==> src/hw/lsu_pkg.sv <==
`default_nettype none

package lsu_pkg;

    // data word as seen by the pipeline and the memory
    typedef logic [31:0] word_t;

    // byte address, before any wrap to the memory size
    typedef logic [31:0] addr_t;

    // register file index for load results
    typedef logic [4:0] reg_idx_t;

    // exception code carried with the instruction
    // zero means nothing pending
    typedef logic [6:0] exc_t;

    // one enable per byte lane, lane 0 is bits 7:0
    typedef logic [3:0] byte_en_t;

    // access width, same encoding as mem_width in the pipeline
    typedef enum logic [1:0] {
        width_byte = 2'b00,
        width_half = 2'b01,
        width_word = 2'b10
    } width_t;

    // exception codes raised or passed by the memory stages
    localparam exc_t exc_none = 7'd0;
    // half or word load off its natural boundary
    localparam exc_t exc_load_misalign = 7'd4;
    // half or word store off its natural boundary
    localparam exc_t exc_store_misalign = 7'd6;

endpackage

`default_nettype wire

==> src/hw/mem_req.sv <==
`timescale 1ns/1ns
`default_nettype none

module mem_req import lsu_pkg::*; (
    // from the execute stage
    input  logic     mem_en_in,
    input  logic     mem_write,
    input  word_t    mem_sr,
    input  word_t    mem_imm,
    input  word_t    mem_data_in,
    input  width_t   mem_width_in,
    input  logic     mem_sign,
    input  reg_idx_t mem_rd_in,
    input  exc_t     mem_exp_in,
    // request to the data cache
    output logic     valid,
    output logic     op,
    output addr_t    addr,
    output byte_en_t write_type,
    output word_t    w_data,
    // tag fields for the response stage
    output logic     req_en,
    output reg_idx_t req_rd,
    output width_t   req_width,
    output logic     req_sign,
    output exc_t     req_exp,
    output logic [1:0] req_byte_off
);

    logic     misalign;
    byte_en_t be_base;

    // effective address, base plus offset
    assign addr = mem_sr + mem_imm;

    // half needs bit 0 clear, word needs both low bits clear
    always_comb begin
        case (mem_width_in)
            width_byte: misalign = 1'b0;
            width_half: misalign = addr[0];
            default:    misalign = addr[1:0] != 2'b00;
        endcase
    end

    // lane pattern before the shift, unknown widths act as word
    always_comb begin
        case (mem_width_in)
            width_byte: be_base = 4'b0001;
            width_half: be_base = 4'b0011;
            default:    be_base = 4'b1111;
        endcase
    end

    // move the pattern onto the addressed lanes
    assign write_type = be_base << addr[1:0];

    // store data copied into every lane, the enables pick the right one
    always_comb begin
        case (mem_width_in)
            width_byte: w_data = {4{mem_data_in[7:0]}};
            width_half: w_data = {2{mem_data_in[15:0]}};
            default:    w_data = mem_data_in;
        endcase
    end

    // only clean accesses reach the cache
    assign valid = mem_en_in && !misalign && (mem_exp_in == exc_none);
    assign op    = mem_write;

    assign req_en       = mem_en_in;
    assign req_width    = mem_width_in;
    assign req_sign     = mem_sign;
    assign req_byte_off = addr[1:0];

    // stores and empty slots never write a register
    assign req_rd = (mem_en_in && !mem_write) ? mem_rd_in : '0;

    // an older exception wins over our own misalignment
    always_comb begin
        if (mem_exp_in != exc_none) begin
            req_exp = mem_exp_in;
        end else if (misalign) begin
            req_exp = mem_write ? exc_store_misalign : exc_load_misalign;
        end else begin
            req_exp = exc_none;
        end
    end

endmodule

`default_nettype wire

==> config.mk <==
export PLATFORM = sky130hd
export DESIGN_NAME = mem_req
export DESIGN_NICKNAME = d
export VERILOG_FILES = /design/src/hw/lsu_pkg.sv /design/src/hw/mem_req.sv
export SDC_FILE = /design/constraint.sdc
export NUM_CORES = 1
export LEC_CHECK = 0
export ABC_AREA = 0
export BUFFER_PORTS_ARGS = -buffer_cell sky130_fd_sc_hd__buf_2
export CAP_MARGIN = 20
export CORE_ASPECT_RATIO = 1.5
export CORE_MARGIN = 3
export CORE_UTILIZATION = 45
export DETAILED_ROUTE_END_ITERATION = 10
export GPL_ROUTABILITY_DRIVEN = 1
export MAX_ROUTING_LAYER = met4
export PLACE_DENSITY = 0.91
export SLEW_MARGIN = 20
export SYNTH_ARGS = -nofsm -noshare
export SYNTH_HDL_FRONTEND = slang
export SYNTH_SLANG_ARGS = --single-unit
==> constraint.sdc <==
create_clock -name vclk -period 3.47
set_input_delay 0 -clock vclk [all_inputs]
set_output_delay 0 -clock vclk [all_outputs]
set_load 0.1 [all_outputs]
After elaboration in Yosys (flattened, before gate mapping) --
Index checks and enable logic that the tools add are counted.
Storage, ports and cells: flip-flop bits (word level) 0, input bits 113, output and inout bits 88, logic and storage cells 19
Operators by class: add/subtract/negate cells 1, equality and inequality tests 1, shift-type cells 1, multiplexer cells 7, reductions and logical operators 9
Operators with widths (count):
- 32-bit one-hot mux with 2 select lines | 1
- 32-bit adder | 1
- 4-bit one-hot mux with 2 select lines | 1
- 7-bit zero test | 1
- 7-bit two-way mux | 1
- 7-bit nonzero test | 1
- 5-bit two-way mux | 1
- 4-bit by 2-bit << shifter with 4-bit output | 1
- 1-bit logical AND | 3
- 3-bit two-way mux | 1
- 2-bit by 1-bit equality test with 1-bit output (second input constant) | 1
- 1-bit zero test | 2
- 2-bit zero test | 1
- 2-bit two-way mux | 1
- 1-bit one-hot mux with 2 select lines | 1
- 2-bit nonzero test | 1

Depth between registers and ports, before layout --
depth in word-level cells 6, gate-level depth with buffers 11, gate-level depth less buffers 11

Worst setup path after synthesis --
No wires, ideal clock.
path type input to output, start input mem_sr[0], end output addr[28], data arrival time 4.200 ns, required time 3.470 ns, path slack -0.730 ns, stages 11, path buffers 0, cell sequence ha_1 -> inv_1 -> fa_1 -> nor2b_1 -> o2111ai_1 -> a21oi_1 -> o21ai_1 -> a21oi_2 -> a211o_1 -> a21oi_1 -> a311oi_1
Between the ends: cells in the longest elaborated chain, start to end 1
RTL lines:
- start, declared | RTL line mem_req.sv:8 | input word_t mem_sr,
- 32-bit adder | RTL line mem_req.sv:34 | assign addr = mem_sr + mem_imm;
- end, declared | RTL line mem_req.sv:18 | output addr_t addr,
No other way between the ends.

Final worst setup path --
start input mem_sr[0], end output addr[30]
Same word-level chain as after synthesis.

==> metrics.txt <==
status completed; critical path depth 13; fin crit period 2790 ps; critical path endpoint category output port; initial antenna violation count 0; Max Slew Vio Count 0; port bufs slightly below 200; Max-Cap Viols 0; clock buffer count 0; global-route wire length before repair about 13,000 um; mean post-synth cell area roughly 7.5 sq um; Critical Setup Path Class input port to output port; worst-path fanout max 6; share of cells above drive strength 1 48.2%; Setup crit start mem_sr[0]; Seq/Total Area, Yosys 0%; Core Area about 5200 sq um; WP buf/inv 3; vias ~3,200; Detailed Route WL roughly 9000 um; # rows 32; hold slack between 0.8 and 0.9 ps; CP startpoint kind input port; Hold Vio Cnt, Final 0; pin count of the biggest net entering global routing 31; Overflow after GRT 0; PD cells about 470 nW/um^2; Final setup viols 0; GRT Util Overall about a quarter; # DRC 0; seq_cells 0; worst vdd ir between 0.2 and 0.3 mV; CP Cell Sequence buf_2 -> ha_1 -> inv_1 -> fa_1 -> nor2b_1 -> o2111ai_1 -> a21oi_1 -> o21ai_1 -> a21oi_2 -> a211o_1 -> a211oi_1 -> a2111oi_4 -> buf_2; Critical Path Slowest Stage Cell buf_2; Worst path most repeated cell buf_2; WL/cell 16.0 um; Layout Cells excl Fill roughly 560; Layout area overhead 37.2%; RD Place Congestion 1.04; drt first pass iters 4; Worst Path Arrival 2790 ps; register area 0 sq um; post-route ant nets 0; DP HPWL ~7800 um; unrepaired setup endpoints after global routing no; ant diodes 0; Die ar. around 6300 sq um; final worst-path cycle share between 80% and 90%; Die Width 66.1 um; Resized cells post-CTS 0; die height 96.1 um; initial core utilization 46.8%; post-synthesis instance total 326; largest stage delay on the critical path 470 ps; Yosys cell types 65; synthesized net count 471; setup bufs post-CTS 0; Slew headroom between 50% and 60%; io pins 201; vias in the first global route between 2,000 and 3,000; final net count about 640; hold buffer count at CTS 0; yosys warns 0; Post-Syn Area 2430 sq um; Fmax around 360 MHz; Fin Setup TNS 0 ps; dpl cells approximately 560; Crit path max-delay family compound AO/OA/AOI/OAI gates; slew at the pin closest to its max-slew limit 720 ps; 1st-iter DRT viols 139; CP Data Required Time between 3000 and 4000 ps; Hold Crit Class input port to output port; CP endpoint addr[30]; Leak Pwr ~1.8 nW; vias per inst roughly 5.6
## logic make-up after synthesis
logic type | share of synthesized area [%]
AO/OA/AOI/OAI | 31.8
XOR/XNOR | 8.63
adder cells (fa/ha/maj) | 16.8
buffers and inverters | 9.66
multiplexers | 12.3
AND/OR/NAND/NOR | 20.9
## where the power goes
| group | switching (mW) | internal (mW) |
|---|---|---|
| logic | 1.26 | 0.313 |
| clock network | 0 | 0 |
| registers | 0 | 0 |
## layout by cell type (no fill, tap or decap), types with 4 or more instances in the layout
cell / instances
inv_1: 9
ha_1: 31
and2_1: 5
buf_2: 199
a21oi_1: 29
o21ai_0: 16
nand2_1: 24
mux2i_1: 12
a31oi_1: 4
nor3_1: 6
xor2_1: 8
xnor2_1: 16
mux2_2: 16
a21o_1: 22
nand3_1: 7
nor2_1: 27
## layout make-up
| type | instances | area [sq um] |
|---|---|---|
| multi-input cells | 288 | 2220 |
| fillers | 446 | 1870 |
| repair buffers | 199 | 996 |
| well taps | 68 | 85.1 |
| inverters | 9 | 33.8 |
## worst min-delay path by stage
stage,slack [ps],cells after the start,startpoint,to
after floorplan,210,1,mem_write,op
after global placement,1,0,mem_sign,req_sign
after detailed placement,1,0,mem_sign,req_sign
after CTS,1,0,mem_sign,req_sign
after global routing,0.2,0,mem_sign,req_sign
final,0.8,0,mem_sign,req_sign
## per-stage QoR
step                setup slack, ps  utilization, %  power (mW)  area [sq um]
floorplan                       149               -        1.33          2460
CTS                             663            64.2        1.57          3340
global placement                720            64.2        1.55          3340
detailed placement              683            64.2        1.56          3340
global route                    456            64.2        1.63          3340
finish                          677            64.2        1.57          3340
## per-layer routing
metal / GRT usage, % / up-vias / routed length (um)
li1: - / 1534 / -
met5: - / - / 0
met4: 11.9 / 0 / 480
met2: 47.5 / 197 / 4560
met3: 2.69 / 42 / 780
met1: 26.5 / 1403 / 3190
## synth_stat cells (2+ instances only)
library cell	n	area [sq um]
and3_1	3	18.8
o21ai_1	2	10.0
buf_6	3	33.8
a311oi_1	2	17.5
xor2_1	8	70.1
nor3_2	3	30.0
o31ai_4	2	42.5
ha_1	31	388
a31oi_1	4	25.0
nand4_1	3	18.8
clkbuf_1	8	30.0
a21oi_1	29	145
mux2i_1	12	120
a21boi_1	2	15.0
nand3_1	7	35.0
nor2_1	27	101
and4_1	2	17.5
and2_1	5	31.3
o21a_1	3	22.5
nor3_1	6	30.0
nand2_1	24	90.1
a21oi_2	3	26.3
o211ai_1	2	15.0
a21o_2	2	17.5
mux2_2	16	180
inv_1	9	33.8
buf_4	16	120
nor2b_1	3	18.8
a211oi_1	2	15.0
o21ai_0	16	80.1
a21o_1	22	165
xnor2_1	16	140
Note: power is estimated with default switching activity, not from simulation.
