## src/hw/lsu_pkg.sv

```systemverilog
`default_nettype none

package lsu_pkg;

    // data word as seen by the pipeline and the memory
    typedef logic [31:0] word_t;

    // byte address, before any wrap to the memory size
    typedef logic [31:0] addr_t;

    // register file index for load results
    typedef logic [4:0] reg_idx_t;

    // exception code carried with the instruction
    // zero means nothing pending
    typedef logic [6:0] exc_t;

    // one enable per byte lane, lane 0 is bits 7:0
    typedef logic [3:0] byte_en_t;

    // access width, same encoding as mem_width in the pipeline
    typedef enum logic [1:0] {
        width_byte = 2'b00,
        width_half = 2'b01,
        width_word = 2'b10
    } width_t;

    // exception codes raised or passed by the memory stages
    localparam exc_t exc_none = 7'd0;
    // half or word load off its natural boundary
    localparam exc_t exc_load_misalign = 7'd4;
    // half or word store off its natural boundary
    localparam exc_t exc_store_misalign = 7'd6;

endpackage

`default_nettype wire

```

## src/hw/mem_resp.sv

```systemverilog
`timescale 1ns/1ns
`default_nettype none

module mem_resp import lsu_pkg::*; (
    input  logic       clk,
    input  logic       reset,
    // tag fields from mem_req
    input  logic       req_en,
    input  logic       req_issued,
    input  reg_idx_t   req_rd,
    input  width_t     req_width,
    input  logic       req_sign,
    input  exc_t       req_exp,
    input  logic [1:0] req_byte_off,
    // from the data cache
    input  logic       data_valid,
    input  word_t      r_data,
    // to the pipeline
    output logic       stall,
    output logic       result_valid,
    output reg_idx_t   result_rd,
    output word_t      result_data,
    output exc_t       result_exp
);

    // waiting on the cache
    logic pending;
    // request that never went to the cache, finishes next cycle
    logic direct_q;

    // held tag of the request in flight
    reg_idx_t   rd_q;
    width_t     width_q;
    logic       sign_q;
    exc_t       exp_q;
    logic [1:0] off_q;

    logic  accept;
    logic  mem_done;
    word_t shifted;
    word_t load_val;

    // same rule the upstream uses to advance
    assign stall  = pending && !data_valid;
    assign accept = req_en && !stall;

    always_ff @(posedge clk) begin
        if (reset) begin
            pending  <= 1'b0;
            direct_q <= 1'b0;
        end else begin
            direct_q <= accept && !req_issued;
            if (accept) begin
                pending <= req_issued;
            end else if (data_valid) begin
                pending <= 1'b0;
            end
        end
    end

    always_ff @(posedge clk) begin
        if (accept) begin
            rd_q    <= req_rd;
            width_q <= req_width;
            sign_q  <= req_sign;
            exp_q   <= req_exp;
            off_q   <= req_byte_off;
        end
    end

    // addressed byte or half down to bit 0
    assign shifted = r_data >> {off_q, 3'b000};

    always_comb begin
        case (width_q)
            width_byte: load_val = {{24{sign_q & shifted[7]}}, shifted[7:0]};
            width_half: load_val = {{16{sign_q & shifted[15]}}, shifted[15:0]};
            default:    load_val = shifted;
        endcase
    end

    assign mem_done     = pending && data_valid;
    assign result_valid = mem_done || direct_q;
    assign result_rd    = result_valid ? rd_q : '0;
    assign result_exp   = result_valid ? exp_q : exc_none;

    // stores carry rd zero, so they return no data
    assign result_data = (mem_done && (rd_q != '0)) ? load_val : '0;

endmodule

`default_nettype wire

```

## config.mk

```make
export PLATFORM = sky130hd
export DESIGN_NAME = mem_resp
export DESIGN_NICKNAME = d
export VERILOG_FILES = /design/src/hw/lsu_pkg.sv /design/src/hw/mem_resp.sv
export SDC_FILE = /design/constraint.sdc
export NUM_CORES = 1
export LEC_CHECK = 0
export BUFFER_PORTS_ARGS = -buffer_cell sky130_fd_sc_hd__buf_2
export CORE_MARGIN = 1.5
export CORE_UTILIZATION = 46
export CTS_BUF_LIST = sky130_fd_sc_hd__clkbuf_8
export DETAILED_ROUTE_END_ITERATION = 16
export GPL_TIMING_DRIVEN = 0
export PLACE_DENSITY = 0.95
export REMOVE_ABC_BUFFERS = 1
export SLEW_MARGIN = 10
export SYNTH_ARGS = -nofsm -noshare
export SYNTH_HDL_FRONTEND = slang
export SYNTH_SLANG_ARGS = --single-unit
```

## constraint.sdc

```tcl
create_clock -name clk -period 6.48 [get_ports clk]
set_input_delay 1.944 -clock clk [delete_from_list [all_inputs] [get_ports clk]]
set_output_delay 1.944 -clock clk [all_outputs]
set_load 0.01 [all_outputs]
```

Yosys cells after proc, flatten, opt, wreduce, memory -nomap -nowiden
Index checks and enable logic that the tools add are counted.
{"block": "word_totals", "out_inout_bits": 46, "in_bits": 54, "wordCells": 29, "ff_bits": 19}
{"block": "classes", "n_eq_ne": 1, "muxes": 6, "bitwise_logic": 2, "n_reduce_logical": 12, "shift": 1}
{"cell": "32-bit case mux with 2 select lines", "n": 1}
{"cell": "32-bit two-way mux", "n": 1}
{"cell": "32-bit by 5-bit right shift with 32-bit output", "n": 1}
{"cell": "7-bit two-way mux", "n": 1}
{"cell": "1-bit logical AND", "n": 5}
{"cell": "5-bit two-way mux", "n": 1}
{"cell": "5-bit nonzero test", "n": 1}
{"cell": "1-bit logical NOT", "n": 3}
{"cell": "1-bit AND", "n": 2}
{"cell": "2-bit by 1-bit == test with 1-bit output, second input constant", "n": 1}
{"cell": "2-bit logical NOT", "n": 1}
{"cell": "1-bit two-way mux", "n": 2}
{"cell": "2-bit nonzero test", "n": 1}
{"cell": "1-bit logical OR", "n": 1}

Depth between registers and ports, before layout
{"block": "depth", "depth_word": 5, "ltp_mapped": 6, "ltp_nobuf": 4}

Least setup slack after synthesis
No wires, ideal clock.
{"block": "synth_path", "kind": "input port to output port", "startpoint": "in r_data[7]", "endpoint": "out result_data[24]", "slack_ns": 1.518, "path_buffers": 1, "t_required_ns": 4.536, "path_stages": 5, "t_arrival_ns": 3.018, "path_cell_list": "mux2_4 or3_1 and4_1 buf_6 a21o_1"}
{"block": "synth_between", "elab_chain_len": 4, "elab_cells_between_ends": 5, "classes_between": "shift (1); mux (2); bitwise (2)"}
{"element": "from (decl)", "line_no": "mem_resp.sv:17", "source": "input word_t r_data,"}
{"element": "32-bit by 5-bit right shift with 32-bit output *", "line_no": "mem_resp.sv:72", "source": "assign shifted = r_data >> {off_q, 3'b000};"}
{"element": "1-bit AND, on equally long branches", "line_no": "mem_resp.sv:77, mem_resp.sv:76"}
{"element": "32-bit case mux with 2 select lines *", "line_no": "mem_resp.sv:75", "source": "case (width_q)"}
{"element": "32-bit two-way mux *", "line_no": "mem_resp.sv:88", "source": "assign result_data = (mem_done && (rd_q != '0)) ? load_val : '0;"}
{"element": "to (decl)", "line_no": "mem_resp.sv:22", "source": "output word_t result_data,"}
Every way passes the cells marked *; elsewhere a longest branch is shown, timed or not.

Worst setup path in the final report
{"block": "layout_path", "startpoint": "in r_data[7]", "endpoint": "out result_data[25]"}
The elaborated chain is that of the path after synthesis.

==> flow_summary.json <==
{
  "cts_sinks": 19,
  "portBuffers": 99,
  "die_height_um": 59.2,
  "syn_to_final_growth_pct": 38.7,
  "clock_skew_ns": 0.00369,
  "r2r_start": "pending",
  "fin_crit_sh": 0.804,
  "dr.pass1.iters": 4,
  "hold-worst-slack_ns": 0.593,
  "cts_hold_buffers": 0,
  "cp_data_arrival_time_ns": 3.27,
  "synth_top_area_cell": "edfxtp_1",
  "die_x_um": 59.2,
  "syn_avg_cell_area_um2": 9.33,
  "viasPerCell": 5.31,
  "drv_cap": 0,
  "rsz0062_at_grt": "false",
  "num_vias": 1557,
  "grtUsageTotal": 0.204,
  "drv_slew": 0,
  "first_iter_violations": 88,
  "clk_pin_slew_ns": 0.06,
  "regToRegSetupSlack_ns": 5.03,
  "slowest_delay_ns": 0.32,
  "core_area_um2": 3030,
  "die-area_um2": 3510,
  "diodes": 0,
  "synth_area_leaders": "edfxtp_1 (35%), mux2i_1 (11%), nor2b_1 (9.0%)",
  "worstHoldStart": "pending",
  "grt_pass1_vias": 1283,
  "htreeDepth": 1,
  "peakVddDrop_uv": 144,
  "yosysWarnings": 0,
  "wl_per_cell_um": 13.0,
  "critPathRequiredTime_ns": 4.54,
  "gp_routability_congestion": 0.772,
  "worstSetupPathType": "input pin to output port",
  "yosysUniqueCellTypes": 31,
  "slowest_stage": "or3_1",
  "grt_pass1_wl_um": 5490,
  "io_pins": 100,
  "fin_nets": 304,
  "leakage_nw": 1.08,
  "clock_latency_ns": 0.25,
  "status": "finished, final reports clean",
  "grt_max_degree": 35,
  "fin_crit_ns": 5.21,
  "hold_path_end": "pending",
  "wl_um": 3810,
  "synth.cell_area_um2": 1460,
  "cp_max_fo": 8,
  "reg2regPathDepth": 2,
  "tritoncts": "built",
  "finalSetupViolCount": 0,
  "max_slew_margin": 0.397,
  "post-cts-setup-buffers": 0,
  "synth_top_area_share": 0.351,
  "tightest_slew_ns": 0.904,
  "rows": 20,
  "hold_violations": 0,
  "syn_inst": 156,
  "dpl.hpwl_um": 2900,
  "grt-ovfl-total": 0,
  "hold_class": "flip-flop to flip-flop",
  "finalPower_mw": 0.298,
  "clockBufferDepth": 2,
  "endpoint_kind": "output port",
  "p_per_area_nw_per_um2": 148,
  "drive_gt1_frac": 0.438,
  "max_freq_mhz": 192,
  "cp_cell_sequence": "buf_2 > mux2_4 > or3_1 > and4_1 > a21o_1 > buf_2",
  "start_util": 0.481,
  "numCtsBuffers": 3,
  "path_common_cell": "buf_2",
  "r2r-end": "width_q[1]",
  "cp-start-kind": "input pin",
  "grt_antenna_before_repair": 0,
  "drc_errors": 0,
  "ant_nets": 0,
  "ys_ff_latch": 19,
  "synth_seq_area_share": 0.378,
  "cts-root-buf": "clkbuf_8",
  "worst_hold_path.num_cells": 2,
  "fin_setup_tns_ns": 0,
  "post_cts_resize_count": 0
}
## cell type report
type / count / area [um^2]
flip-flops and latches: 19 / 551
repair buffers: 100 / 523
clock inverters: 1 / 5.00
clock buffers: 3 / 41.3
fillers: 253 / 1010
well taps: 44 / 55.1
inverters: 4 / 15.0
multi-input cells: 122 / 828
## synth_stat cells (all sizes together)
cell,instances
nor2b,21
edfxtp,17
o21ai,17
mux2i,16
a211oi,14
a21oi,10
nor2,10
a21o,8
and2,8
buf,8
inv,4
clkbuf,3
nand2,3
dfxtp,2
o2111ai,2
o211ai,2
a311oi,1
and4,1
mux2,1
nand2b,1
nand3b,1
nand4,1
nor3b,1
o211a,1
or2,1
or3,1
or4,1
## report_power, final
group          leakage, nW  switching (mW)  internal, mW  total (mW)
combinational        0.868          0.0349        0.0350      0.0699
clock               0.0255          0.0358        0.0427      0.0785
sequential           0.182         0.00816         0.142       0.150
total                 1.08          0.0789         0.220       0.298
## worst max-delay path: cells and delay by family
kind            cells  cell delay [ns]
simple gates        2             0.62
compound gates      1             0.19
buf+inv             2             0.23
mux                 1             0.27
## layout by cell type, fill, tap and decap left out
master,instances
nor2b_1,21
dfxtp_1,2
and4_1,1
nor3b_1,1
buf_16,1
a211oi_1,14
or2_2,1
a311oi_1,1
o211a_1,1
nand2b_1,1
a21o_1,8
or4_4,1
nand4_1,1
buf_2,99
o2111ai_2,1
o2111ai_1,1
nand3b_1,1
o211ai_2,1
inv_1,4
nor2_1,10
and2_1,8
o21ai_0,17
clkinv_2,1
mux2i_1,16
or3_1,1
clkbuf_8,3
mux2_4,1
edfxtp_1,17
a21oi_1,10
nand2_1,3
o211ai_1,1
## flip-flops by register name (all words and copies together) (netlist names)
name      flops
exp_q         7
rd_q          5
off_q         2
width_q       2
direct_q      1
pending       1
sign_q        1
## per-layer routing
metal / routed length [um] / part of all wire / track usage / vias to the layer above
met2: 2000 / 0.53 / 0.378 / 64
met5: 0 / 0 / 0 / -
met4: 74 / 0.019 / 0.0747 / 0
met1: 1440 / 0.38 / 0.240 / 718
met3: 295 / 0.077 / 0.0197 / 7
li1: - / - / - / 768
## worst max path at each step
stage	startpoint	to	slack, ns	cells after the start
after floorplan	r_data[7]	result_data[24]	1.56	4
after CTS	r_data[7]	result_data[25]	1.28	6
after detailed placement	r_data[7]	result_data[25]	1.28	6
final	r_data[7]	result_data[25]	1.27	6
after global routing	r_data[31]	result_data[17]	1.11	6
after global placement	r_data[7]	result_data[27]	1.30	6
## cell families after synthesis
group / synth area share
mux: 0.120
simple gates: 0.200
compound gates: 0.249
buf+inv: 0.0524
flops: 0.378
## per-stage QoR
step	utilization	std cells	area (um^2)	setup WS, ns
finish	0.667	293	2020	1.27
global route	0.667	293	2020	1.11
CTS	0.657	292	1990	1.28
detailed placement	0.642	288	1940	1.28
global placement	0.642	288	1940	1.30
floorplan	-	145	1390	1.56
Note: power is estimated with default switching activity, not from simulation.
